==> src/logic/dram_cfg_pkg.sv <==
// DRAM subsystem sizes, address layout and width types
package dram_cfg_pkg;

  ////////////////////////////////////////////////////////////////////////////
  // SoC and memory port sizes
  ////////////////////////////////////////////////////////////////////////////

  localparam int unsigned SOC_DATA_W = 32;
  localparam int unsigned SOC_STRB_W = SOC_DATA_W / 8;
  localparam int unsigned SOC_ADDR_W = 16;
  localparam int unsigned SOC_ID_W   = 4;

  localparam int unsigned MEM_DATA_W = 64;
  localparam int unsigned MEM_STRB_W = MEM_DATA_W / 8;
  localparam int unsigned MEM_ADDR_W = 11;
  localparam int unsigned MEM_TAG_W  = 2;

  localparam int unsigned NUM_BANKS  = 4;
  localparam int unsigned BANK_WORDS = 64;
  localparam int unsigned BANK_SEL_W = $clog2(NUM_BANKS);
  localparam int unsigned BANK_ROW_W = $clog2(BANK_WORDS);

  // Address layout: byte in word, then bank, then row
  localparam int unsigned HALF_BIT = $clog2(SOC_STRB_W);
  localparam int unsigned BANK_LSB = $clog2(MEM_STRB_W);
  localparam int unsigned ROW_LSB  = BANK_LSB + BANK_SEL_W;

  typedef logic [SOC_DATA_W-1:0] soc_data_t;
  typedef logic [SOC_STRB_W-1:0] soc_strb_t;
  typedef logic [SOC_ADDR_W-1:0] soc_addr_t;
  typedef logic [SOC_ID_W-1:0]   soc_id_t;
  typedef logic [MEM_DATA_W-1:0] mem_data_t;
  typedef logic [MEM_STRB_W-1:0] mem_strb_t;
  typedef logic [MEM_ADDR_W-1:0] mem_addr_t;
  typedef logic [MEM_TAG_W-1:0]  mem_tag_t;
  typedef logic [BANK_SEL_W-1:0] bank_sel_t;
  typedef logic [BANK_ROW_W-1:0] bank_row_t;

endpackage

==> src/logic/dram_bus_pkg.sv <==
// DRAM subsystem request and response structs and adapter FSM states
package dram_bus_pkg;

  ////////////////////////////////////////////////////////////////////////////
  // SoC side
  ////////////////////////////////////////////////////////////////////////////

  typedef struct packed {
    logic                   write;
    dram_cfg_pkg::soc_addr_t addr;
    dram_cfg_pkg::soc_id_t   id;
    dram_cfg_pkg::soc_data_t data;
    dram_cfg_pkg::soc_strb_t strb;
  } soc_req_t;

  typedef struct packed {
    dram_cfg_pkg::soc_id_t   id;
    dram_cfg_pkg::soc_data_t data;
    logic                    error;
  } soc_rsp_t;

  ////////////////////////////////////////////////////////////////////////////
  // Memory side
  ////////////////////////////////////////////////////////////////////////////

  typedef struct packed {
    logic                    write;
    dram_cfg_pkg::mem_addr_t addr;
    dram_cfg_pkg::mem_tag_t  tag;
    dram_cfg_pkg::mem_data_t data;
    dram_cfg_pkg::mem_strb_t strb;
  } mem_req_t;

  typedef struct packed {
    dram_cfg_pkg::mem_tag_t  tag;
    dram_cfg_pkg::mem_data_t data;
  } mem_rsp_t;

  // Router to bank, address already split into row
  typedef struct packed {
    logic                    write;
    dram_cfg_pkg::bank_row_t row;
    dram_cfg_pkg::mem_tag_t  tag;
    dram_cfg_pkg::mem_data_t data;
    dram_cfg_pkg::mem_strb_t strb;
  } bank_req_t;

  typedef enum logic [1:0] {
    IDLE,
    ISSUE,
    WAIT,
    RESP
  } adapter_state_e;

endpackage

==> src/logic/dram_bank_router.sv <==
// Bank router: registers a memory request and strobes the addressed bank
module dram_bank_router (
  input  logic                                  soc_clk_i,
  input  logic                                  rst_n_i,
  input  logic                                  mem_req_valid_i,
  input  dram_bus_pkg::mem_req_t                mem_req_i,
  output logic [dram_cfg_pkg::NUM_BANKS-1:0]    bank_req_valid_o,
  output dram_bus_pkg::bank_req_t               bank_req_o
);

  dram_cfg_pkg::bank_sel_t                bank_sel;
  dram_cfg_pkg::bank_row_t                row;
  logic [dram_cfg_pkg::NUM_BANKS-1:0]     valid_q;
  dram_bus_pkg::bank_req_t                req_q;

  // Words interleave across banks
  assign bank_sel = mem_req_i.addr[dram_cfg_pkg::BANK_LSB +: dram_cfg_pkg::BANK_SEL_W];
  assign row      = mem_req_i.addr[dram_cfg_pkg::ROW_LSB +: dram_cfg_pkg::BANK_ROW_W];

  always_ff @(posedge soc_clk_i) begin
    if (!rst_n_i) begin
      valid_q <= '0;
    end else begin
      valid_q <= '0;
      if (mem_req_valid_i) begin
        valid_q[bank_sel] <= 1'b1;
      end
    end
  end

  // Payload shared by all banks
  always_ff @(posedge soc_clk_i) begin
    if (mem_req_valid_i) begin
      req_q.write <= mem_req_i.write;
      req_q.row   <= row;
      req_q.tag   <= mem_req_i.tag;
      req_q.data  <= mem_req_i.data;
      req_q.strb  <= mem_req_i.strb;
    end
  end

  assign bank_req_valid_o = valid_q;
  assign bank_req_o       = req_q;

endmodule

==> config.mk <==
export PLATFORM = sky130hd
export DESIGN_NAME = dram_bank_router
export DESIGN_NICKNAME = d
export VERILOG_FILES = /design/src/logic/dram_cfg_pkg.sv /design/src/logic/dram_bus_pkg.sv /design/src/logic/dram_bank_router.sv
export SDC_FILE = /design/constraint.sdc
export NUM_CORES = 1
export LEC_CHECK = 0
export BUFFER_PORTS_ARGS = -buffer_cell sky130_fd_sc_hd__buf_2
export CAP_MARGIN = 25
export CORE_MARGIN = 2
export CORE_UTILIZATION = 35
export CTS_CLUSTER_DIAMETER = 60
export DETAILED_ROUTE_END_ITERATION = 16
export PLACE_DENSITY = 0.69
export RECOVER_POWER = 50
export SETUP_SLACK_MARGIN = 0.4
export SKIP_LAST_GASP = 1
export SYNTH_ARGS = -nofsm -noshare
export SYNTH_HDL_FRONTEND = slang
export SYNTH_SLANG_ARGS = --single-unit
==> constraint.sdc <==
create_clock -name soc_clk_i -period 0.8 [get_ports soc_clk_i]
set_input_delay 0.12 -clock soc_clk_i [delete_from_list [all_inputs] [get_ports soc_clk_i]]
set_output_delay 0.12 -clock soc_clk_i [all_outputs]
set_load 0.01 [all_outputs]
==> impl_results.md <==
- Slowest cell on crit path: edfxtp_1
- Max Fclk: 1.01 GHz
- Peak VDD IR: 1.29 mV
- Hold WS: -53.8 ps
- Post-synth top area cell: edfxtp_1
- Fin area: 3870 um2
- Via count: 1583
- Fin crit share: 124%
- CP required: 680 ps
- Initial DRC Count: 45
- Endpoints failing hold: 77
- Outcome: finished, violations left
- Routed length per placed instance: 14.3 um
- Static leakage: 1.67 nW
- Die area: 8010 um2
- Clock transition at path regs: 80 ps
- Cells after Synth: 89
- Final setup margin: -194 ps
- Post-Syn Area: 2560 um2
- CTS tree: built
- Core area: 7180 um2
- Worst Setup End Kind: primary output
- Ant diodes: 0
- Routability cong.: 0.709
- Overall Global Routing Usage: 13.7%
- Die Height: 89.5 um
- Starting density of the core: 35.6%
- Pwr dens: 2410 nW/um2
- Postcts setup bufs: 0
- Routed vias/inst: 4.14
- Ports: 174
- Vias in the first global route: 1595
- Max Cap Violations: 0
- Worst hold path startpoint: mem_req_i[37]
- Final net count: 367
- Pins Over Slew Limit: 0
- Post-Place Cells: 364
- Port bufs: 170
- Worst Path Buf+Inv: 1
- Violated checks: negative hold slack, negative setup slack
- Flops & latches, synth: 85
- H-tree depth: 3
- Setup violators final: 85
- Crit path max-delay family: flip-flops
- Sequential element share of the synthesized area: 98.2%
- Count of different cell masters after synthesis: 5
- Worst-Margin Slew: 378 ps
- CP Launch Type: flip-flop
- Synth Net Count: 178
- Post-DP Area: 3610 um2
- Clock Path Buffers: 2
- Synth top area cells: edfxtp_1, dfxtp_1, and4b_2, and4bb_2, and4_2
- Worst Setup SP: bank_req_o[3]$_DFFE_PP_
- CTS buffer count: 9
- Critical path peak fanout: 1
- DP Wirelength: 4040 um
- Number of remaining DRC errors: 0
- Fin cells: 382
- Critical path class: flip-flop to primary output
- Num rows: 31
- Crit-path cells: buf_2
- Routed WL: 5480 um
- Ys Warns: 0
- First-pass GRT wire length: 7650 um
- First drt pass iteration count: 4
- Grt ovf: 0
- CP arrival: 870 ps
- CTS Root Cell: clkbuf_8
- Syn-to-layout area delta: 51.4%
- HP Class: input port to flip-flop
- Post-route antenna net violation count: 0
- Die X: 89.5 um
- Unrepaired setup endpoints after global routing: yes
- Slew headroom: 74.8%
- Slowest stage delay, CP: 380 ps
- Layout cells sized above 1: 68.6%
- Minimum clock period: 994 ps
- Synth top area share: 95.1%
- Avg Cell Area, Syn: 28.7 um2
- Largest net degree at the start of global routing: 17
- Antenna violations before repair: 0
- Sink Count: 85
[registers in the layout (all words and copies together) (netlist names)]
register,count
bank_req_o,81
bank_req_valid_o,4
[cells by family after synthesis]
kind of cell     synth area share, %
flip-flops                      98.2
AND/OR/NAND/NOR                 1.76
[report_power, final]
part           switching [mW]  internal, mW  leakage [nW]
Clock                    1.41          1.74        0.0986
Sequential             0.0749          5.24         0.827
Combinational           0.448         0.414         0.742
[path summary, 6_finish.rpt]
path	slack, ps	end	cells past startpoint
max	-190	bank_req_o[3]	1
min	-50	bank_req_o[37]$_DFFE_PP_	1
[cells in the mapped netlist]
| library cell | count |
|---|---|
| edfxtp_1 | 81 |
| dfxtp_1 | 4 |
| and4b_2 | 2 |
| and4_2 | 1 |
| and4bb_2 | 1 |
[timing repair]
action	CTS	global route
endpoints found under the hold margin	81	81
gates resized for setup	8	1
gates cloned	2	0
pin swaps	0	0
endpoints found under the setup margin	151	152
[metrics by stage]
step | hold WS (ps) | setup slack, ps | TNS (ps) | power (mW) | util [%]
global route | -78.5 | -246 | -18900 | 9.71 | 53.9
global placement | 296 | -5.44 | -158 | 6.25 | 50.3
detailed placement | 298 | -17.5 | -575 | 6.27 | 50.3
finish | -53.8 | -194 | -13990 | 9.33 | 53.9
CTS | -74.8 | -226 | -16120 | 9.46 | 54.4
floorplan | 219 | 286 | 0 | 5.63 | -
[placed cells by master (no fill, tap or decap)]
cell / count
and4b_2: 2
clkbuf_1: 6
buf_2: 162
clkinvlp_4: 1
dfxtp_2: 4
edfxtp_1: 81
and4_4: 1
buf_4: 3
buf_16: 1
buf_12: 2
buf_6: 5
clkbuf_2: 1
and4bb_2: 1
clkinv_1: 2
clkbuf_8: 9
bufinv_16: 2
[layer usage]
layer  global-route usage [%]  routed length (um)  up-vias  share of wire [%]
met1                     16.5                2150      737                 39
met5                        0                   0        -                  0
met4                     7.06                  85        0                1.6
li1                         -                   -      740                  -
met2                     20.1                2630       99                 48
met3                     7.29                 608        7                 11
[area by class of cell]
cell class                      count  area [um2]
Multi-Input combinational cell      4        46.3
Clock buffer                       11         131
Fill cell                         607        3300
Clock inverter                      5        75.1
Sequential cell                    85        2520
Timing Repair Buffer              178         977
Tap cell                           99         124
Power figures use the tool's default switching activity.
