[src/logic/dram_cfg_pkg.sv]
// DRAM subsystem sizes, address layout and width types
package dram_cfg_pkg;

  ////////////////////////////////////////////////////////////////////////////
  // SoC and memory port sizes
  ////////////////////////////////////////////////////////////////////////////

  localparam int unsigned SOC_DATA_W = 32;
  localparam int unsigned SOC_STRB_W = SOC_DATA_W / 8;
  localparam int unsigned SOC_ADDR_W = 16;
  localparam int unsigned SOC_ID_W   = 4;

  localparam int unsigned MEM_DATA_W = 64;
  localparam int unsigned MEM_STRB_W = MEM_DATA_W / 8;
  localparam int unsigned MEM_ADDR_W = 11;
  localparam int unsigned MEM_TAG_W  = 2;

  localparam int unsigned NUM_BANKS  = 4;
  localparam int unsigned BANK_WORDS = 64;
  localparam int unsigned BANK_SEL_W = $clog2(NUM_BANKS);
  localparam int unsigned BANK_ROW_W = $clog2(BANK_WORDS);

  // Address layout: byte in word, then bank, then row
  localparam int unsigned HALF_BIT = $clog2(SOC_STRB_W);
  localparam int unsigned BANK_LSB = $clog2(MEM_STRB_W);
  localparam int unsigned ROW_LSB  = BANK_LSB + BANK_SEL_W;

  typedef logic [SOC_DATA_W-1:0] soc_data_t;
  typedef logic [SOC_STRB_W-1:0] soc_strb_t;
  typedef logic [SOC_ADDR_W-1:0] soc_addr_t;
  typedef logic [SOC_ID_W-1:0]   soc_id_t;
  typedef logic [MEM_DATA_W-1:0] mem_data_t;
  typedef logic [MEM_STRB_W-1:0] mem_strb_t;
  typedef logic [MEM_ADDR_W-1:0] mem_addr_t;
  typedef logic [MEM_TAG_W-1:0]  mem_tag_t;
  typedef logic [BANK_SEL_W-1:0] bank_sel_t;
  typedef logic [BANK_ROW_W-1:0] bank_row_t;

endpackage

[src/logic/dram_bus_pkg.sv]
// DRAM subsystem request and response structs and adapter FSM states
package dram_bus_pkg;

  ////////////////////////////////////////////////////////////////////////////
  // SoC side
  ////////////////////////////////////////////////////////////////////////////

  typedef struct packed {
    logic                   write;
    dram_cfg_pkg::soc_addr_t addr;
    dram_cfg_pkg::soc_id_t   id;
    dram_cfg_pkg::soc_data_t data;
    dram_cfg_pkg::soc_strb_t strb;
  } soc_req_t;

  typedef struct packed {
    dram_cfg_pkg::soc_id_t   id;
    dram_cfg_pkg::soc_data_t data;
    logic                    error;
  } soc_rsp_t;

  ////////////////////////////////////////////////////////////////////////////
  // Memory side
  ////////////////////////////////////////////////////////////////////////////

  typedef struct packed {
    logic                    write;
    dram_cfg_pkg::mem_addr_t addr;
    dram_cfg_pkg::mem_tag_t  tag;
    dram_cfg_pkg::mem_data_t data;
    dram_cfg_pkg::mem_strb_t strb;
  } mem_req_t;

  typedef struct packed {
    dram_cfg_pkg::mem_tag_t  tag;
    dram_cfg_pkg::mem_data_t data;
  } mem_rsp_t;

  // Router to bank, address already split into row
  typedef struct packed {
    logic                    write;
    dram_cfg_pkg::bank_row_t row;
    dram_cfg_pkg::mem_tag_t  tag;
    dram_cfg_pkg::mem_data_t data;
    dram_cfg_pkg::mem_strb_t strb;
  } bank_req_t;

  typedef enum logic [1:0] {
    IDLE,
    ISSUE,
    WAIT,
    RESP
  } adapter_state_e;

endpackage

[src/logic/dram_rsp_collector.sv]
// Response collector: merges one-hot bank responses into a single stream
module dram_rsp_collector (
  input  logic                               soc_clk_i,
  input  logic                               rst_n_i,
  input  logic [dram_cfg_pkg::NUM_BANKS-1:0] bank_rsp_valid_i,
  input  dram_bus_pkg::mem_rsp_t             bank_rsp_i [dram_cfg_pkg::NUM_BANKS],
  output logic                               mem_rsp_valid_o,
  output dram_bus_pkg::mem_rsp_t             mem_rsp_o
);

  dram_bus_pkg::mem_rsp_t rsp_sel;
  dram_bus_pkg::mem_rsp_t rsp_q;
  logic                   any_valid;
  logic                   valid_q;

  assign any_valid = |bank_rsp_valid_i;

  // At most one bank answers per cycle
  always_comb begin
    rsp_sel = '0;
    for (int b = 0; b < dram_cfg_pkg::NUM_BANKS; b++) begin
      if (bank_rsp_valid_i[b]) begin
        rsp_sel = bank_rsp_i[b];
      end
    end
  end

  always_ff @(posedge soc_clk_i) begin
    if (!rst_n_i) begin
      valid_q <= 1'b0;
    end else begin
      valid_q <= any_valid;
    end
  end

  always_ff @(posedge soc_clk_i) begin
    if (any_valid) begin
      rsp_q <= rsp_sel;
    end
  end

  assign mem_rsp_valid_o = valid_q;
  assign mem_rsp_o       = rsp_q;

endmodule

[config.mk]
export PLATFORM = sky130hd
export DESIGN_NAME = dram_rsp_collector
export DESIGN_NICKNAME = d
export VERILOG_FILES = /design/src/logic/dram_cfg_pkg.sv /design/src/logic/dram_bus_pkg.sv /design/src/logic/dram_rsp_collector.sv
export SDC_FILE = /design/constraint.sdc
export NUM_CORES = 1
export LEC_CHECK = 0
export BUFFER_PORTS_ARGS = -buffer_cell sky130_fd_sc_hd__buf_2
export CORE_AREA = 3 3 131 133
export DETAILED_ROUTE_END_ITERATION = 6
export DIE_AREA = 0 0 134 136
export GPL_ROUTABILITY_DRIVEN = 0
export PLACE_DENSITY = 0.59
export RECOVER_POWER = 100
export SETUP_SLACK_MARGIN = 0.3
export SLEW_MARGIN = 20
export SYNTH_ARGS = -nofsm -noshare
export SYNTH_HDL_FRONTEND = slang
export SYNTH_SLANG_ARGS = --single-unit
[constraint.sdc]
create_clock -name soc_clk_i -period 2.6 [get_ports soc_clk_i]
set_input_delay 0.26 -clock soc_clk_i [delete_from_list [all_inputs] [get_ports soc_clk_i]]
set_output_delay 0.26 -clock soc_clk_i [all_outputs]
set_load 0.01 [all_outputs]
==> impl_metrics.json, run 1 <==
{
  "drc_errors": 0,
  "synthDistinctLibCells": 16,
  "final_common_cell": "buf_2",
  "cts_max_path_buffers": 2,
  "vias_per_cell": 4.740,
  "rsz0062_at_grt": "false",
  "core_um2": 15940,
  "ir_worst_vdd_v": 0.0002713,
  "netlist.area_leader.share_pct": 57.16,
  "diodes": 0,
  "synth_area_leader_cell": "edfxtp_1",
  "wl_um": 14870,
  "utilization_pct": 34.57,
  "syn_nets": 578,
  "mostFrequentLayoutCells": "buf_2 (268), clkbuf_1 (69), a22oi_1 (66), edfxtp_1 (66)",
  "h-tree-depth": 3,
  "min_period_over_period_pct": 78.98,
  "combPwrFrac_pct": 21.1,
  "required_ns": 2.74,
  "ys_seq_area_share_pct": 57.74,
  "initial_core_util_pct": 21.75,
  "report.final.hold_viol_count": 0,
  "drtIter0Drc": 185,
  "p_leak_nw": 2.341,
  "p_clk_share_pct": 35.4,
  "max-cap-violations": 1,
  "ant_nets": 0,
  "hold_depth": 2,
  "dpl.cell_count": 831,
  "postCtsSetupRepairBufs": 0,
  "final_cells": 847,
  "crit_type": "input pin to register",
  "dr_total_vias": 4015,
  "port_buffers": 336,
  "grt_use_total_pct": 15.33,
  "path_clk_slew_ns": 0.06,
  "finalSetupViolCount": 0,
  "finalSetupTns_ns": 0,
  "powerDensity_nw_per_um2": 569.9,
  "die-height_um": 136,
  "ios": 337,
  "netSwitchingFraction_pct": 27.57,
  "nFillCells": 1669,
  "relSlewSlack_pct": -0.1230,
  "cts_tree": "yes",
  "yosysWarnings": 0,
  "whs_endpoint": "mem_rsp_valid_o",
  "run_status": "finished with violations",
  "p_switching_mw": 0.8659,
  "drive_gt1_share_pct": 46.12,
  "die-area_um2": 18220,
  "drt-pass1-iter-count": 4,
  "worst_setup_path_end_kind": "register",
  "ys_ff_latch": 67,
  "critPathLaunchType": "input pin",
  "grt_pass1_vias": 4036,
  "max_freq_mhz": 487.0,
  "antenna_found_initial": 0,
  "slowest_stage": "nand2b_1",
  "critPathArrivalTime_ns": 2.19,
  "grt_pass1_wl_um": 21590,
  "numCtsBuffers": 9,
  "p_int_mw": 2.275,
  "die_width_um": 134,
  "hpwl_um": 11290,
  "wl_per_cell_um": 17.56,
  "cts.sinks": 67,
  "post_cts_resized": 0,
  "grt_max_degree": 67,
  "grt_overflow": 0,
  "cp_max_fo": 33,
  "finalMaxSlewViolations": 1,
  "min_from": "rst_n_i",
  "slowest_delay_ns": 1.10,
  "seqPwrFrac_pct": 43.5,
  "netlist_area_um2": 3467,
  "violations": "capacitance limit, slew limit",
  "worstMarginPinSlew_ns": 1.498,
  "num_rows": 46,
  "hold_class": "input pin to register",
  "crit_chain": "buf_2 > nand2b_1 > buf_12 > o22ai_1 > a21oi_1",
  "cts_hold_buf": 0,
  "period_minus_slack_ns": 2.053,
  "synth_cells": 308,
  "areaGrowthSynthToFinish_pct": 58.97,
  "synth_area_leaders": "edfxtp_1 (57%), a22oi_1 (14%), o22ai_1 (12%)",
  "syn_area_per_cell_um2": 11.26,
  "finalNetCount": 896,
  "root_buffer": "clkbuf_16"
}
-- per-layer routing --
layer | track usage [%] | up-vias | wire length [um] | part of all wire (%)
met5 | 0 | - | 0 | 0
met4 | 5.771 | 0 | 242 | 1.6
met3 | 3.960 | 13 | 1462 | 9.8
met2 | 27.18 | 243 | 7445 | 50
met1 | 17.81 | 1824 | 5724 | 38
li1 | - | 1935 | - | -
-- power by group through the flow --
stage / Clock (mW) / Combinational [mW] / Sequential [mW]
2_1_floorplan: 0 / 0.228 / 1.46
3_3_place_gp: 0 / 0.699 / 1.38
3_5_place_dp: 0 / 0.704 / 1.39
4_1_cts: 1.17 / 0.706 / 1.37
5_1_grt: 1.21 / 0.726 / 1.38
6_report: 1.11 / 0.661 / 1.37
-- critical path: cells and delay by family --
kind                   cells  cell delay (ns)
and+or+nand+nor            1             1.10
AOI/OAI and AO/OA          2             0.38
buffers and inverters      2             0.42
-- kinds of logic after synthesis --
group	synth area share (%)
buf+inv	5.522
simple gates	1.083
flops	57.74
compound gates	35.66
-- per-stage QoR --
step / hold slack, ns / total power, mW / worst slack (ns) / instance area (um^2)
after floorplan: 0.3817 / 1.683 / 0.7887 / 3470
after global placement: 0.4611 / 2.082 / 0.6683 / 5343
after detailed placement: 0.4649 / 2.091 / 0.7013 / 5343
after CTS: 0.1053 / 3.244 / 1.043 / 5614
after global routing: 0.1189 / 3.318 / 0.4278 / 5512
final: 0.1280 / 3.141 / 0.5466 / 5512
-- worst max path at each step --
| stage | from | cells after the start | to | slack [ns] |
|---|---|---|---|---|
| 6_report | bank_rsp_valid_i[3] | 5 | mem_rsp_o[65] | 0.55 |
| 5_1_grt | bank_rsp_valid_i[3] | 5 | mem_rsp_valid_o | 0.43 |
| 4_1_cts | bank_rsp_valid_i[3] | 4 | mem_rsp_o[65] | 1.04 |
| 3_5_place_dp | bank_rsp_valid_i[3] | 5 | mem_rsp_o[65] | 0.70 |
| 3_3_place_gp | bank_rsp_valid_i[3] | 4 | mem_rsp_o[65] | 0.67 |
| 2_1_floorplan | bank_rsp_valid_i[2] | 4 | mem_rsp_valid_o | 0.79 |
-- registers in the layout, indices dropped and copies added, names as in the netlist --
register	count
mem_rsp_valid_o	1
mem_rsp_o	66
-- cells in the mapped netlist --
cell	n
a22oi_1	66
edfxtp_1	66
a21oi_1	65
o22ai_1	65
buf_2	21
buf_4	7
clkbuf_1	7
inv_1	2
nor2_1	2
a221oi_1	1
and2_1	1
dfxtp_1	1
nand2_1	1
nand2b_1	1
nor2b_1	1
nor3b_1	1
-- area by class of cell --
cell class | instances | area, um^2 | area share, %
clock buffers | 10 | 229.0 | 4.154
multi-input cells | 204 | 1281 | 23.25
inverters | 2 | 7.507 | 0.1362
well taps | 216 | 270.3 | 4.904
flip-flops and latches | 67 | 2002 | 36.32
repair buffers | 342 | 1679 | 30.47
clock inverters | 6 | 42.54 | 0.7718
Power figures use the tool's default switching activity.
==> run 2, diff against run 1 <==
--- a/config.mk
+++ b/config.mk
@@ -5,12 +5,13 @@
 export SDC_FILE = /design/constraint.sdc
 export NUM_CORES = 1
 export LEC_CHECK = 0
+export ABC_AREA = 1
 export BUFFER_PORTS_ARGS = -buffer_cell sky130_fd_sc_hd__buf_2
-export CORE_AREA = 3 3 131 133
+export CORE_AREA = 3 3 130 132
 export DETAILED_ROUTE_END_ITERATION = 6
-export DIE_AREA = 0 0 134 136
+export DIE_AREA = 0 0 133 135
 export GPL_ROUTABILITY_DRIVEN = 0
-export PLACE_DENSITY = 0.59
+export PLACE_DENSITY = 0.64
 export RECOVER_POWER = 100
 export SETUP_SLACK_MARGIN = 0.3
 export SLEW_MARGIN = 20
==> constraint.sdc (replaced) <==
create_clock -name soc_clk_i -period 2 [get_ports soc_clk_i]
set_input_delay 0.2 -clock soc_clk_i [delete_from_list [all_inputs] [get_ports soc_clk_i]]
set_output_delay 0.2 -clock soc_clk_i [all_outputs]
set_load 0.01 [all_outputs]
==> impl_metrics.json, run 2 <==
{
  "core_um2": 15830,
  "async_reset_ff_share_pct": 0,
  "p_clk_share_pct": 35.1,
  "crit_chain": "clkbuf_1 > inv_1 > nand3_4 > clkbuf_4",
  "dpl.cell_count": 1164,
  "die-area_um2": 17960,
  "min_period_over_period_pct": 73.00,
  "p_switching_mw": 1.221,
  "finalSetupViolCount": 0,
  "ys_seq_area_share_pct": 45.11,
  "drive_gt1_share_pct": 30.91,
  "cts_hold_buf": 0,
  "period_minus_slack_ns": 1.460,
  "mostFrequentLayoutCells": "buf_2 (267), nand2_1 (264), nor2_1 (133)",
  "finalMaxSlewViolations": 0,
  "largest_reg_flops": 66,
  "slowest_stage": "clkbuf_4",
  "max_freq_mhz": 684.9,
  "root_buffer": "clkbuf_16",
  "p_leak_nw": 3.268,
  "synth_area_leader_cell": "edfxtp_1",
  "ir_worst_vdd_v": 0.0003402,
  "h-tree-depth": 3,
  "cts_max_path_buffers": 2,
  "synth_ff_type": "edfxtp_1",
  "netSwitchingFraction_pct": 28.74,
  "antenna_found_initial": 1,
  "postCtsSetupRepairBufs": 0,
  "netlist.area_leader.share_pct": 44.66,
  "synth.most_common_cell": "nand2_1",
  "areaGrowthSynthToFinish_pct": 45.53,
  "worstMarginPinSlew_ns": 0.9994,
  "hpwl_um": 12520,
  "synth-edff-count": 66,
  "slowest_delay_ns": 0.73,
  "hold_class": "input pin to register",
  "combPwrFrac_pct": 23.4,
  "path_clk_slew_ns": 0.06,
  "report.final.hold_viol_count": 0,
  "final_common_cell": "buf_2",
  "drc_errors": 0,
  "synthDistinctLibCells": 13,
  "fin_area_um2": 6459,
  "wl_um": 17490,
  "grt_pass1_vias": 5105,
  "num_rows": 46,
  "synth_commonest_cells": "nand2_1 (264), nor2_1 (133), nand3_1 (67)",
  "critPathLaunchType": "input pin",
  "syn_area_per_cell_um2": 6.828,
  "grt_use_total_pct": 18.09,
  "grt_pass1_wl_um": 25840,
  "netlist_area_um2": 4438,
  "ios": 337,
  "syn_nets": 920,
  "die-height_um": 135,
  "drt-pass1-iter-count": 5,
  "cp_num_buf_inv": 3,
  "dr_total_vias": 5354,
  "final_cells": 1181,
  "crit_type": "input pin to register",
  "utilization_pct": 40.81,
  "dpl-instance-area_um2": 6279,
  "max-cap-violations": 0,
  "synth_cells": 650,
  "p_int_mw": 3.027,
  "post_cts_resized": 0,
  "numCtsBuffers": 9,
  "cts.sinks": 67,
  "seqPwrFrac_pct": 41.5,
  "grt_overflow": 0,
  "synth_area_leaders": "edfxtp_1 (45%), nand2_1 (22%), nor2_1 (11%)",
  "cts_tree": "yes",
  "relSlewSlack_pct": 33.38,
  "ys_ff_latch": 67,
  "cp_max_fo": 67,
  "critPathArrivalTime_ns": 1.40,
  "vias_per_cell": 4.533,
  "required_ns": 1.94,
  "worst_setup_path_end_kind": "register",
  "die_width_um": 133,
  "drtIter0Drc": 310,
  "finalNetCount": 1229,
  "finalSetupTns_ns": 0,
  "yosysWarnings": 0,
  "wl_per_cell_um": 14.81,
  "run_status": "complete, no violations",
  "initial_core_util_pct": 28.04,
  "powerDensity_nw_per_um2": 657.7,
  "cp_top_family": "buffers and inverters",
  "grt_max_degree": 70,
  "port_buffers": 336,
  "ant_nets": 0,
  "rsz0062_at_grt": "false"
}
-- run 2: routing by layer --
layer / vias to the layer above / GRT usage [%] / routed length (um)
met5: - / 0 / 0
met3: 28 / 3.838 / 1443
met2: 257 / 31.74 / 8633
met1: 2339 / 21.11 / 6941
li1: 2730 / - / -
met4: 0 / 8.487 / 470
-- run 2: path summary, 6_finish.rpt --
check,endpoint,cells past startpoint,start
worst max-delay path,mem_rsp_o[32],4,bank_rsp_valid_i[1]
worst min-delay path,mem_rsp_valid_o,2,rst_n_i
-- run 2: area by class of cell --
type                    instances  area (um^2)
clock inverters                 5        27.53
multi-input cells             531         2175
clock buffers                  11        252.7
flip-flops and latches         67         2002
fillers                      1695         9369
diodes                          1        2.502
repair buffers                348         1722
inverters                       2        7.507
well taps                     216        270.3
-- run 2: power by group through the flow --
stage,registers (mW),logic [mW],clock network (mW)
2_1_floorplan,1.88,0.417,0
3_3_place_gp,1.78,1.04,0
3_5_place_dp,1.78,1.04,0
4_1_cts,1.76,1.05,1.57
5_1_grt,1.78,1.11,1.62
6_report,1.76,0.994,1.49
-- run 2: through the flow --
step | power (mW) | setup WS (ns) | hold WS (ns)
6_report | 4.248 | 0.5400 | 0.07496
5_1_grt | 4.501 | 0.4520 | 0.05930
4_1_cts | 4.367 | 0.8940 | 0.05488
3_5_place_dp | 2.825 | 0.6565 | 0.4123
3_3_place_gp | 2.814 | 0.6556 | 0.4051
2_1_floorplan | 2.295 | 0.3294 | 0.3273
-- run 2: cells by family (layout without fill, tap and decap cells) --
logic type             Yosys count  after routing  synth area share [%]
buffers and inverters           52            366                 6.174
and+or+nand+nor                465            465                 41.27
other                            0              1                     0
AOI/OAI and AO/OA               66             66                 7.443
DFF                             67             67                 45.11
