===== src/logic/dram_cfg_pkg.sv =====
// DRAM subsystem sizes, address layout and width types
package dram_cfg_pkg;

  ////////////////////////////////////////////////////////////////////////////
  // SoC and memory port sizes
  ////////////////////////////////////////////////////////////////////////////

  localparam int unsigned SOC_DATA_W = 32;
  localparam int unsigned SOC_STRB_W = SOC_DATA_W / 8;
  localparam int unsigned SOC_ADDR_W = 16;
  localparam int unsigned SOC_ID_W   = 4;

  localparam int unsigned MEM_DATA_W = 64;
  localparam int unsigned MEM_STRB_W = MEM_DATA_W / 8;
  localparam int unsigned MEM_ADDR_W = 11;
  localparam int unsigned MEM_TAG_W  = 2;

  localparam int unsigned NUM_BANKS  = 4;
  localparam int unsigned BANK_WORDS = 64;
  localparam int unsigned BANK_SEL_W = $clog2(NUM_BANKS);
  localparam int unsigned BANK_ROW_W = $clog2(BANK_WORDS);

  // Address layout: byte in word, then bank, then row
  localparam int unsigned HALF_BIT = $clog2(SOC_STRB_W);
  localparam int unsigned BANK_LSB = $clog2(MEM_STRB_W);
  localparam int unsigned ROW_LSB  = BANK_LSB + BANK_SEL_W;

  typedef logic [SOC_DATA_W-1:0] soc_data_t;
  typedef logic [SOC_STRB_W-1:0] soc_strb_t;
  typedef logic [SOC_ADDR_W-1:0] soc_addr_t;
  typedef logic [SOC_ID_W-1:0]   soc_id_t;
  typedef logic [MEM_DATA_W-1:0] mem_data_t;
  typedef logic [MEM_STRB_W-1:0] mem_strb_t;
  typedef logic [MEM_ADDR_W-1:0] mem_addr_t;
  typedef logic [MEM_TAG_W-1:0]  mem_tag_t;
  typedef logic [BANK_SEL_W-1:0] bank_sel_t;
  typedef logic [BANK_ROW_W-1:0] bank_row_t;

endpackage


===== src/logic/dram_bus_pkg.sv =====
// DRAM subsystem request and response structs and adapter FSM states
package dram_bus_pkg;

  ////////////////////////////////////////////////////////////////////////////
  // SoC side
  ////////////////////////////////////////////////////////////////////////////

  typedef struct packed {
    logic                   write;
    dram_cfg_pkg::soc_addr_t addr;
    dram_cfg_pkg::soc_id_t   id;
    dram_cfg_pkg::soc_data_t data;
    dram_cfg_pkg::soc_strb_t strb;
  } soc_req_t;

  typedef struct packed {
    dram_cfg_pkg::soc_id_t   id;
    dram_cfg_pkg::soc_data_t data;
    logic                    error;
  } soc_rsp_t;

  ////////////////////////////////////////////////////////////////////////////
  // Memory side
  ////////////////////////////////////////////////////////////////////////////

  typedef struct packed {
    logic                    write;
    dram_cfg_pkg::mem_addr_t addr;
    dram_cfg_pkg::mem_tag_t  tag;
    dram_cfg_pkg::mem_data_t data;
    dram_cfg_pkg::mem_strb_t strb;
  } mem_req_t;

  typedef struct packed {
    dram_cfg_pkg::mem_tag_t  tag;
    dram_cfg_pkg::mem_data_t data;
  } mem_rsp_t;

  // Router to bank, address already split into row
  typedef struct packed {
    logic                    write;
    dram_cfg_pkg::bank_row_t row;
    dram_cfg_pkg::mem_tag_t  tag;
    dram_cfg_pkg::mem_data_t data;
    dram_cfg_pkg::mem_strb_t strb;
  } bank_req_t;

  typedef enum logic [1:0] {
    IDLE,
    ISSUE,
    WAIT,
    RESP
  } adapter_state_e;

endpackage


===== src/logic/dram_port_adapter.sv =====
// SoC port adapter: data width and ID resizing with address truncation
module dram_port_adapter (
  input  logic                   soc_clk_i,
  input  logic                   rst_n_i,
  // SoC request and response
  input  logic                   soc_req_valid_i,
  output logic                   soc_req_ready_o,
  input  dram_bus_pkg::soc_req_t soc_req_i,
  output logic                   soc_rsp_valid_o,
  input  logic                   soc_rsp_ready_i,
  output dram_bus_pkg::soc_rsp_t soc_rsp_o,
  // Memory side strobes
  output logic                   mem_req_valid_o,
  output dram_bus_pkg::mem_req_t mem_req_o,
  input  logic                   mem_rsp_valid_i,
  input  dram_bus_pkg::mem_rsp_t mem_rsp_i
);

  dram_bus_pkg::adapter_state_e state_q, state_d;
  dram_cfg_pkg::mem_tag_t       tag_q, tag_next;
  dram_bus_pkg::mem_req_t       mem_req_q;
  dram_cfg_pkg::soc_id_t        id_q;
  dram_cfg_pkg::soc_data_t      rdata_q;
  logic                         half_q;
  logic                         err_q;
  logic                         req_fire;
  logic                         rsp_match;
  logic                         addr_alias;

  assign soc_req_ready_o = (state_q == dram_bus_pkg::IDLE);
  assign req_fire        = soc_req_valid_i && soc_req_ready_o;
  assign tag_next        = tag_q + 1'b1;

  // Any SoC address bit beyond the store aliases back into it
  assign addr_alias = |soc_req_i.addr[dram_cfg_pkg::SOC_ADDR_W-1:dram_cfg_pkg::MEM_ADDR_W];

  // Stale tags are dropped
  assign rsp_match = (state_q == dram_bus_pkg::WAIT) && mem_rsp_valid_i &&
                     (mem_rsp_i.tag == mem_req_q.tag);

  always_comb begin
    state_d = state_q;
    case (state_q)
      dram_bus_pkg::IDLE:  if (req_fire) state_d = dram_bus_pkg::ISSUE;
      dram_bus_pkg::ISSUE: state_d = dram_bus_pkg::WAIT;
      dram_bus_pkg::WAIT:  if (rsp_match) state_d = dram_bus_pkg::RESP;
      dram_bus_pkg::RESP:  if (soc_rsp_ready_i) state_d = dram_bus_pkg::IDLE;
      default:             state_d = dram_bus_pkg::IDLE;
    endcase
  end

  always_ff @(posedge soc_clk_i) begin
    if (!rst_n_i) begin
      state_q <= dram_bus_pkg::IDLE;
      tag_q   <= '0;
    end else begin
      state_q <= state_d;
      if (req_fire) begin
        tag_q <= tag_next;
      end
    end
  end

  ////////////////////////////////////////////////////////////////////////////
  // Request widening
  ////////////////////////////////////////////////////////////////////////////

  always_ff @(posedge soc_clk_i) begin
    if (req_fire) begin
      half_q          <= soc_req_i.addr[dram_cfg_pkg::HALF_BIT];
      id_q            <= soc_req_i.id;
      err_q           <= addr_alias;
      mem_req_q.write <= soc_req_i.write;
      mem_req_q.addr  <= soc_req_i.addr[dram_cfg_pkg::MEM_ADDR_W-1:0];
      mem_req_q.tag   <= tag_next;
      // Place the beat in the addressed half of the word
      if (soc_req_i.addr[dram_cfg_pkg::HALF_BIT]) begin
        mem_req_q.data <= {soc_req_i.data, {dram_cfg_pkg::SOC_DATA_W{1'b0}}};
        mem_req_q.strb <= {soc_req_i.strb, {dram_cfg_pkg::SOC_STRB_W{1'b0}}};
      end else begin
        mem_req_q.data <= {{dram_cfg_pkg::SOC_DATA_W{1'b0}}, soc_req_i.data};
        mem_req_q.strb <= {{dram_cfg_pkg::SOC_STRB_W{1'b0}}, soc_req_i.strb};
      end
    end
  end

  assign mem_req_valid_o = (state_q == dram_bus_pkg::ISSUE);
  assign mem_req_o       = mem_req_q;

  // Response narrowing, writes return zero
  always_ff @(posedge soc_clk_i) begin
    if (rsp_match) begin
      if (mem_req_q.write) begin
        rdata_q <= '0;
      end else if (half_q) begin
        rdata_q <= mem_rsp_i.data[dram_cfg_pkg::MEM_DATA_W-1:dram_cfg_pkg::SOC_DATA_W];
      end else begin
        rdata_q <= mem_rsp_i.data[dram_cfg_pkg::SOC_DATA_W-1:0];
      end
    end
  end

  assign soc_rsp_valid_o = (state_q == dram_bus_pkg::RESP);
  assign soc_rsp_o.id    = id_q;
  assign soc_rsp_o.data  = rdata_q;
  assign soc_rsp_o.error = err_q;

endmodule


===== config.mk =====
export PLATFORM = sky130hd
export DESIGN_NAME = dram_port_adapter
export DESIGN_NICKNAME = d
export VERILOG_FILES = /design/src/logic/dram_cfg_pkg.sv /design/src/logic/dram_bus_pkg.sv /design/src/logic/dram_port_adapter.sv
export SDC_FILE = /design/constraint.sdc
export NUM_CORES = 1
export LEC_CHECK = 0
export ABC_AREA = 1
export BUFFER_PORTS_ARGS = -buffer_cell sky130_fd_sc_hd__buf_2
export CAP_MARGIN = 10
export CORE_ASPECT_RATIO = 1.2
export CORE_MARGIN = 2
export CORE_UTILIZATION = 35
export CTS_BUF_LIST = sky130_fd_sc_hd__clkbuf_4 sky130_fd_sc_hd__clkbuf_8 sky130_fd_sc_hd__clkbuf_16
export DETAILED_ROUTE_END_ITERATION = 10
export GPL_ROUTABILITY_DRIVEN = 1
export GPL_TIMING_DRIVEN = 0
export PLACE_DENSITY = 0.67
export SLEW_MARGIN = 20
export SYNTH_ARGS = -nofsm -noshare
export SYNTH_HDL_FRONTEND = slang
export SYNTH_SLANG_ARGS = --single-unit

===== constraint.sdc =====
create_clock -name soc_clk_i -period 6.8 [get_ports soc_clk_i]
set_clock_uncertainty 0.2 [all_clocks]
set_input_delay 1.36 -clock soc_clk_i [delete_from_list [all_inputs] [get_ports soc_clk_i]]
set_output_delay 1.36 -clock soc_clk_i [all_outputs]
set_load 0.05 [all_outputs]

==> results of run 1 <==
-- cell usage after synthesis --
cell and instances:
inv_1 86, nand2_1 111, buf_6 3, edfxtp_1 123, buf_2 9, nand3_2 1
buf_4 5, ha_1 4, nand2_2 1, nor2_1 41, nor3_1 1, a21oi_2 1
o21ai_0 3, clkinv_2 1, clkbuf_1 3, nand3_1 2, o21bai_4 1, xor2_1 1
a21oi_1 34, dfxtp_1 4
-- logic make-up after synthesis --
logic type | Yosys count | synth area share (%)
simple gates | 157 | 11.80
xor+xnor | 1 | 0.1717
flops | 127 | 73.96
buf+inv | 107 | 8.926
fa+ha+maj | 4 | 0.9809
compound gates | 39 | 4.169
-- flip-flops by register name, summed over array words and instances (netlist names) --
signal / flops
state_q: 2
mem_req_o: 86
err_q: 1
rdata_q: 32
id_q: 4
tag_q: 2
-- worst max-delay path, stage by stage (launching register included) --
cell	delay, ps
dfxtp_1	330
inv_1	120
ha_1	200
buf_2	280
-- metal layers --
layer  global-route usage (%)  part of all wire [%]
met3                    8.426                    11
met4                    7.114                   2.3
met2                    27.84                    50
met1                    15.52                    37
met5                        0                     0
-- final timing paths --
| path | end | slack [ps] | depth (start not counted) |
|---|---|---|---|
| hold reg to reg | tag_q[0] | 310 | 2 |
| hold / removal | tag_q[0] | 310 | 2 |
| setup / recovery | soc_req_ready_o | 3910 | 3 |
| setup reg to reg | mem_req_o[33] | 4670 | 5 |
-- through the flow --
step	area (µm²)	cells	hold WS, ps	worst slack [ps]	util [%]
final	7252	900	305.9	3911	50.74
after floorplan	5102	435	265.3	2900	-
after global routing	7244	897	344.3	3798	50.68
after detailed placement	6653	865	293.5	3849	46.54
after global placement	6588	863	290.6	2036	46.09
after CTS	7244	897	305.9	3860	50.68
-- final cells by class --
type	instances	area (µm²)	share of cell area (%)
clock buffers	20	447.9	6.177
diodes	3	7.507	0.1035
well taps	175	219.0	3.019
clock inverters	12	143.9	1.984
inverters	87	330.3	4.555
repair buffers	255	1321	18.22
flip-flops and latches	127	3774	52.04
multi-input cells	201	880.8	12.15
plain buffers	20	127.6	1.760
-- power by group --
part           leakage (nW)  internal, mW  switching [mW]  total [mW]
Clock                 0.287         0.583           0.315       0.899
Combinational          2.09         0.209           0.778       0.987
Sequential             1.21          1.07          0.0421        1.11
Total                  3.58          1.86            1.13        3.00
==> metrics.txt, run 1 <==
status completed; worst skew pair latency 400 ps; Final setup viols 0; H-tree lvl count 4; vias per cell 4.286; RSZ-0062 raised after global routing no; residual DRC count 0; vias 3857; I/O pins 254; crit path from state_q[0]; Hold Buf Count CTS 0; drt total wl 12460 µm; Std-Cell Rows 48; Tot GR Track Use 15.93%; Max FO, Critical Path 3; Post-DRT Antenna Nets 0; fill cell count 1309; worst path required time 5240 ps; clk buf depth 2; Seq/Total Area, Yosys 73.96%; layout cells sized above 1 42.66%; CTS Sinks 127; drt first-iter violations 175; Setup Crit Path Kind flip-flop to output pin; Core Area 0.01429 mm²; largest cells by area after synthesis edfxtp_1, nand2_1, inv_1, a21oi_1, nor2_1; GPL Wtd Cong 0.7681; dominant cell type by area after synthesis edfxtp_1; Post-DP HPWL 9474 µm; leakage power total 3.583 nW; total power 2.997 mW; Critical Path Sink Type output pin; initial core utilization 35.70%; Yosys warning count 0; CTS tree yes; Yosys cell types 20; most frequent cells in the layout buf_2, edfxtp_1, nand2_1; die width 114.2 µm; max-cap violations 0; Slew headroom 60.35%; Final Slew Violations 0; area delta synth->final 42.13%; power density cells 413.3 mW/mm²; initial antenna violation count 2; actual slew at the worst max-slew pin 594.8 ps; die area 0.01556 mm²; Buffers on Ports 253; fin crit period 2889 ps; maximum vdd drop 0.2018 mV; vias in the first global route 3841; crit path launch type flip-flop; Hold Crit Start tag_q[0]; global-route wire length before repair 18470 µm; arrival time at the worst endpoint 1330 ps; Mapped Area 0.005102 mm²; cell count after synthesis 435; wire per inst 13.84 µm; Setup Fix Bufs, Post-CTS 0; area share of the largest cell type after synthesis 72.39%; Fmax 346.2 MHz; Avg Cell Area, Syn 11.73 µm²; Gates resized, CTS repair 0; worst r2r src state_q[0]; Nets 841; final hold viol count 0; Overflow after GRT 0; Setup TNS 0 ps; die extent in y 136.3 µm; first drt pass iteration count 4; clk root buf clkbuf_16; largest net degree at the start of global routing 49; Clock Pin Slew Worst Setup and Hold Paths 50 ps; count of state elements after synthesis 127; fin crit share 42.48%; Worst Hold Class flip-flop to flip-flop; commonest non-fill, non-tap cell in the layout buf_2; syn_nets 567; TritonCTS Buffers 17
Power figures use the tool's default switching activity.
==> run 2: changes to the inputs <==
--- a/config.mk
+++ b/config.mk
@@ -15,7 +15,7 @@
 export DETAILED_ROUTE_END_ITERATION = 10
 export GPL_ROUTABILITY_DRIVEN = 1
 export GPL_TIMING_DRIVEN = 0
-export PLACE_DENSITY = 0.67
+export PLACE_DENSITY = 0.69
 export SLEW_MARGIN = 20
 export SYNTH_ARGS = -nofsm -noshare
 export SYNTH_HDL_FRONTEND = slang
==> constraint.sdc (replaced) <==
create_clock -name soc_clk_i -period 2.5 [get_ports soc_clk_i]
set_clock_uncertainty 0.2 [all_clocks]
set_input_delay 0.5 -clock soc_clk_i [delete_from_list [all_inputs] [get_ports soc_clk_i]]
set_output_delay 0.5 -clock soc_clk_i [all_outputs]
set_load 0.05 [all_outputs]
==> metrics.txt, run 2 (same netlist as run 1, synthesis figures left out) <==
clk root buf clkbuf_16; largest net degree at the start of global routing 35 (-29%); worst-case reg-to-reg path depth 5 (unchanged); arrival time at the worst endpoint 2130 ps (+800 ps); die extent in y 136.3 µm (unchanged); hold endpoint mem_req_o[77]; wire per inst 14.24 µm (+2.9%); Max FO, Critical Path 34 (+31); Setup Crit Path Kind flip-flop to flip-flop; Critical Path Sink Type flip-flop; gr busiest metal met2; layout cells sized above 1 43.41% (+0.75 points); M3 GR Usage 8.114% (-0.31 points); status completed; Worst Hold Class input port to flip-flop; commonest non-fill, non-tap cell in the layout buf_2; hold path depth 1 (-1); RSZ-0062 raised after global routing no; Crit path largest cell delay 580 ps (+250 ps); Fmax 457.7 MHz; Final Slew Violations 0 (unchanged); drt total wl 12770 µm (+2.5%); max-cap violations 0 (unchanged); vias in the first global route 3740 (-2.6%); Nets 842 (+0.12%); Buffers on Ports 253 (unchanged); Hold Crit Start soc_req_i[43]; GPL Wtd Cong 0.7849 (+2.2%); drt first-iter violations 140 (-20%); fin crit period 2185 ps; placed cells 866 (+0.12%); residual DRC count 0 (unchanged); Std-Cell Rows 48 (unchanged); worst skew pair latency 400 ps (about the same); Hold Buf Count CTS 0 (unchanged); vias 3855 (-0.052%); first drt pass iteration count 6 (+2); Tot GR Track Use 16.15% (+0.22 points); Core Area 0.01429 mm² (unchanged); non-filler cells, final 897 (-0.33%); Clock Pin Slew Worst Setup and Hold Paths 60 ps (about the same); area delta synth->final 41.32%; CTS tree yes; vias per cell 4.298 (+0.28%); H-tree lvl count 4 (unchanged); Gates resized, CTS repair 0 (unchanged); leakage power total 3.558 nW (-0.70%); I/O pins 254 (unchanged); initial antenna violation count 1 (-1); maximum vdd drop 0.5700 mV (+180%); global-route wire length before repair 18560 µm (+0.49%); Setup Fix Bufs, Post-CTS 0 (unchanged); CP max-delay cell clkinvlp_4; power density cells 1109 mW/mm² (+170%); R2R setup slack 320 ps (-4350 ps); die width 114.2 µm (unchanged); total power 7.998 mW (+170%); Largest register FFs 86 (unchanged); die area 0.01556 mm² (unchanged); GR Util met1 16.14% (+0.62 points); initial core utilization 35.70% (unchanged); CTS Sinks 127 (unchanged); CP Cell Sequence inv_2 -> ha_4 -> nand2_4 -> clkinvlp_4 -> buf_12; crit path launch type flip-flop; DP Worst Slack 277.8 ps (-3571 ps); clk buf depth 2 (unchanged); M2 GR Usage 28.11% (+0.26 points); worst path required time 2440 ps (-2800 ps); most frequent cells in the layout buf_2, edfxtp_1, nand2_1; Crit Reg-Reg Endpoint mem_req_o[36]; Post-DRT Antenna Nets 0 (unchanged); TritonCTS Buffers 17 (unchanged); Overflow after GRT 0 (unchanged); worst setup margin 315.3 ps (-3596 ps); Post-DP HPWL 9657 µm (+1.9%); final hold viol count 0 (unchanged); Util after Layout 50.45% (-0.29 points); Slew headroom 51.98% (-8.4 points); Hold WS 66.80 ps (-239.1 ps); actual slew at the worst max-slew pin 718.7 ps (+124.0 ps); fin crit share 87.39%; worst r2r src state_q[1]; Final setup viols 0 (unchanged)
run 2: cell types whose count changed in the layout (fill, tap and decap cells not counted), moves of 2 or more:
cell / change
diode_2: -2
dfxtp_1: -2
clkinv_4: -2
buf_12: +3
dfxtp_2: +2
inv_1: -2
bufinv_16: -2
buf_16: -2
inv_2: +2
run 2: worst max path at each step:
stage               slack, ps  cells after the start            start       endpoint
floorplan                -130                      4       state_q[1]          err_q
global placement         -790                      3  soc_req_valid_i  mem_req_o[36]
global route              200                      5       state_q[1]  mem_req_o[29]
CTS                       300                      5       state_q[1]  mem_req_o[34]
finish                    320                      5       state_q[1]  mem_req_o[36]
detailed placement        280                      4  soc_req_valid_i  mem_req_o[34]
run 2: power breakdown:
part | total [mW] | internal, mW | switching, mW
Sequential | 3.03 | 2.91 | 0.117
Combinational | 2.74 | 0.604 | 2.13
Clock | 2.23 | 1.38 | 0.848
Total | 8.00 | 4.90 | 3.10
run 2: worst max-delay path: cells and delay by family (launching register included):
family / cells / cell delay, ps
adders and majority gates: 1 / 170
DFF: 1 / 370
buffers and inverters: 3 / 1080
and+or+nand+nor: 1 / 90
run 2: layer usage:
metal | vias to the layer above | wire length [µm] | part of all wire, %
met4 | 0 | 245 | 1.9
met2 | 180 | 6343 | 50
li1 | 1931 | - | -
met1 | 1725 | 4751 | 37
met3 | 19 | 1433 | 11
met5 | - | 0 | 0
run 2: layout make-up:
cell class	count	area [µm²]
diodes	1	2.502
plain buffers	20	127.6
clock buffers	21	455.4
clock inverters	9	71.32
fillers	1320	7083
inverters	87	331.6
multi-input cells	201	900.9
flip-flops and latches	127	3776
well taps	175	219.0
repair buffers	256	1326
run 2: per-stage QoR:
| stage | TNS, ps | area [µm²] |
|---|---|---|
| after floorplan | -11970 | 5131 |
| after global placement | -75450 | 6616 |
| after detailed placement | 0 | 6681 |
| after CTS | 0 | 7208 |
| after global routing | 0 | 7208 |
| final | 0 | 7211 |
==> run 3: changes to the inputs <==
==> constraint.sdc (replaced) <==
create_clock -name soc_clk_i -period 2.5 [get_ports soc_clk_i]
set_clock_uncertainty 0.2 [all_clocks]
set_input_delay 0.5 -clock soc_clk_i [delete_from_list [all_inputs] [get_ports soc_clk_i]]
set_output_delay 0.5 -clock soc_clk_i [all_outputs]
set_load 0.005 [all_outputs]
==> metrics.txt, run 3 (same netlist as run 1, synthesis figures left out) <==
R2R setup slack 460 ps (+150 ps); I/O pins 254 (unchanged); die width 114.2 µm (unchanged); max-cap violations 0 (unchanged); Overflow after GRT 0 (unchanged); Std-Cell Rows 48 (unchanged); layout cells sized above 1 43.13% (-0.28 points); area delta synth->final 42.10%; hold path depth 1 (unchanged); initial antenna violation count 1 (unchanged); diodes inserted 0 (-1); H-tree lvl count 4 (unchanged); actual slew at the worst max-slew pin 584.5 ps (-134.2 ps); GPL Wtd Cong 0.8139 (+3.7%); hold endpoint id_q[1]; first drt pass iteration count 4 (-2); Crit Reg-Reg Endpoint mem_req_o[36]; crit path launch type flip-flop; total power 6.904 mW (-14%); Worst Hold Class input port to flip-flop; drt first-iter violations 152 (+8.6%); die extent in y 136.3 µm (unchanged); Setup Crit Path Kind flip-flop to flip-flop; Hold Buf Count CTS 0 (unchanged); fin crit period 2038 ps (-146.4 ps); Post-DP HPWL 9618 µm (-0.40%); Buffers on Ports 253 (unchanged); DP Worst Slack 418.9 ps (+141.1 ps); Gates resized, CTS repair 0 (unchanged); RSZ-0062 raised after global routing no; CTS Sinks 127 (unchanged); initial core utilization 35.70% (unchanged); commonest non-fill, non-tap cell in the layout buf_2; clk root buf clkbuf_16; Net Sw Frac 26.50% (-12 points); Hold Crit Start soc_req_i[37]; Combinational Power Share 21.2% (-13 points); Seq pwr share 44.0% (+6.1 points); Clock Pin Slew Worst Setup and Hold Paths 50 ps (about the same); CTS tree yes; worst path required time 2450 ps (about the same); maximum vdd drop 0.5072 mV (-11%); Setup Fix Bufs, Post-CTS 0 (unchanged); wire per inst 14.05 µm (-1.3%); worst r2r src state_q[1]; worst skew pair latency 410 ps (about the same); Nets 842 (unchanged); Tot GR Track Use 15.90% (-0.26 points); Hold WS 61.80 ps (-5.004 ps); final hold viol count 0 (unchanged); worst-case reg-to-reg path depth 5 (unchanged); TritonCTS Buffers 17 (unchanged); vias in the first global route 3813 (+2.0%); area occupied by registers 0.003776 mm² (unchanged); clk buf depth 2 (unchanged); Util after Layout 50.73% (+0.28 points); most frequent cells in the layout buf_2, edfxtp_1, nand2_1; Critical Path Sink Type flip-flop; Largest register FFs 86 (unchanged); Fmax 490.6 MHz (+7.2%); power density cells 952.2 mW/mm² (-14%); vias 3875 (+0.52%); clock share of power 34.8% (+6.9 points); vias per cell 4.325 (+0.63%); status completed; Post-DRT Antenna Nets 0 (unchanged); global-route wire length before repair 18370 µm (-1.0%); Final setup viols 0 (unchanged); Max FO, Critical Path 36 (+5.9%); Psw 1.829 mW (-41%); fill cell count 1324 (+0.30%); area of the multi-input gates 900.9 µm² (unchanged); Setup TNS 0 ps (unchanged); Slew headroom 60.95% (+9.0 points); leakage power total 3.576 nW (+0.50%); largest net degree at the start of global routing 37 (+5.7%); worst setup margin 461.7 ps (+146.4 ps); Internal 5.075 mW (+3.6%); drt total wl 12590 µm (-1.4%); arrival time at the worst endpoint 1990 ps (-140 ps); Core Area 0.01429 mm² (unchanged); fin crit share 81.53% (-5.9 points); die area 0.01556 mm² (unchanged); residual DRC count 0 (unchanged); Final Slew Violations 0 (unchanged)
[run 3: changes by cell type in the layout (fill, tap and decap cells not counted)]
cell | previous run | this run
bufinv_16 | 1 | 3
clkbuf_4 | 4 | 3
clkinv_1 | 3 | 5
clkinv_2 | 4 | 2
clkinvlp_4 | 3 | 2
diode_2 | 1 | 0
[run 3: worst max-delay path: stages (launching register included)]
cell and delay (ps):
dfxtp_2 360, inv_2 60, ha_4 170, nand2_4 80
clkinvlp_4 490, buf_12 390
[run 3: area by class of cell]
| cell class | count | share of cell area, % |
|---|---|---|
| clock buffer | 20 | 6.178 |
| multi-input combinational | 201 | 12.42 |
| buffer | 20 | 1.760 |
| tap | 175 | 3.020 |
| timing repair buffer | 256 | 18.29 |
| clock inverter | 10 | 1.674 |
| inverter | 87 | 4.573 |
| sequential | 127 | 52.08 |
[run 3: worst max-delay path by stage]
stage,from,endpoint,slack [ps],cells after the start
global route,state_q[1],mem_req_o[63],350,5
CTS,state_q[1],mem_req_o[63],460,5
floorplan,state_q[1],err_q,-50,4
finish,state_q[1],mem_req_o[36],460,5
detailed placement,soc_req_valid_i,mem_req_o[30],420,4
global placement,soc_req_valid_i,mem_req_o[34],-740,3
[run 3: per-layer routing]
metal	vias to the layer above	wire (µm)	GRT usage, %
li1	1931	-	-
met1	1743	4463	14.99
met2	171	6613	28.67
met3	28	1125	6.509
met4	2	374	9.350
met5	-	16	0
[run 3: metrics by stage]
| stage | area [µm²] | cells |
|---|---|---|
| after floorplan | 5131 | 435 |
| after global placement | 6616 | 863 |
| after detailed placement | 6681 | 866 |
| after CTS | 7251 | 896 |
| after global routing | 7251 | 896 |
| final | 7251 | 896 |
[run 3: power by group through the flow]
stage	clock network, mW	logic [mW]	registers (mW)
6_report	2.40	1.46	3.04
5_1_grt	2.53	1.63	3.07
3_5_place_dp	0	1.49	3.08
2_1_floorplan	0	0.669	3.15
3_3_place_gp	0	1.39	3.10
4_1_cts	2.46	1.50	3.04
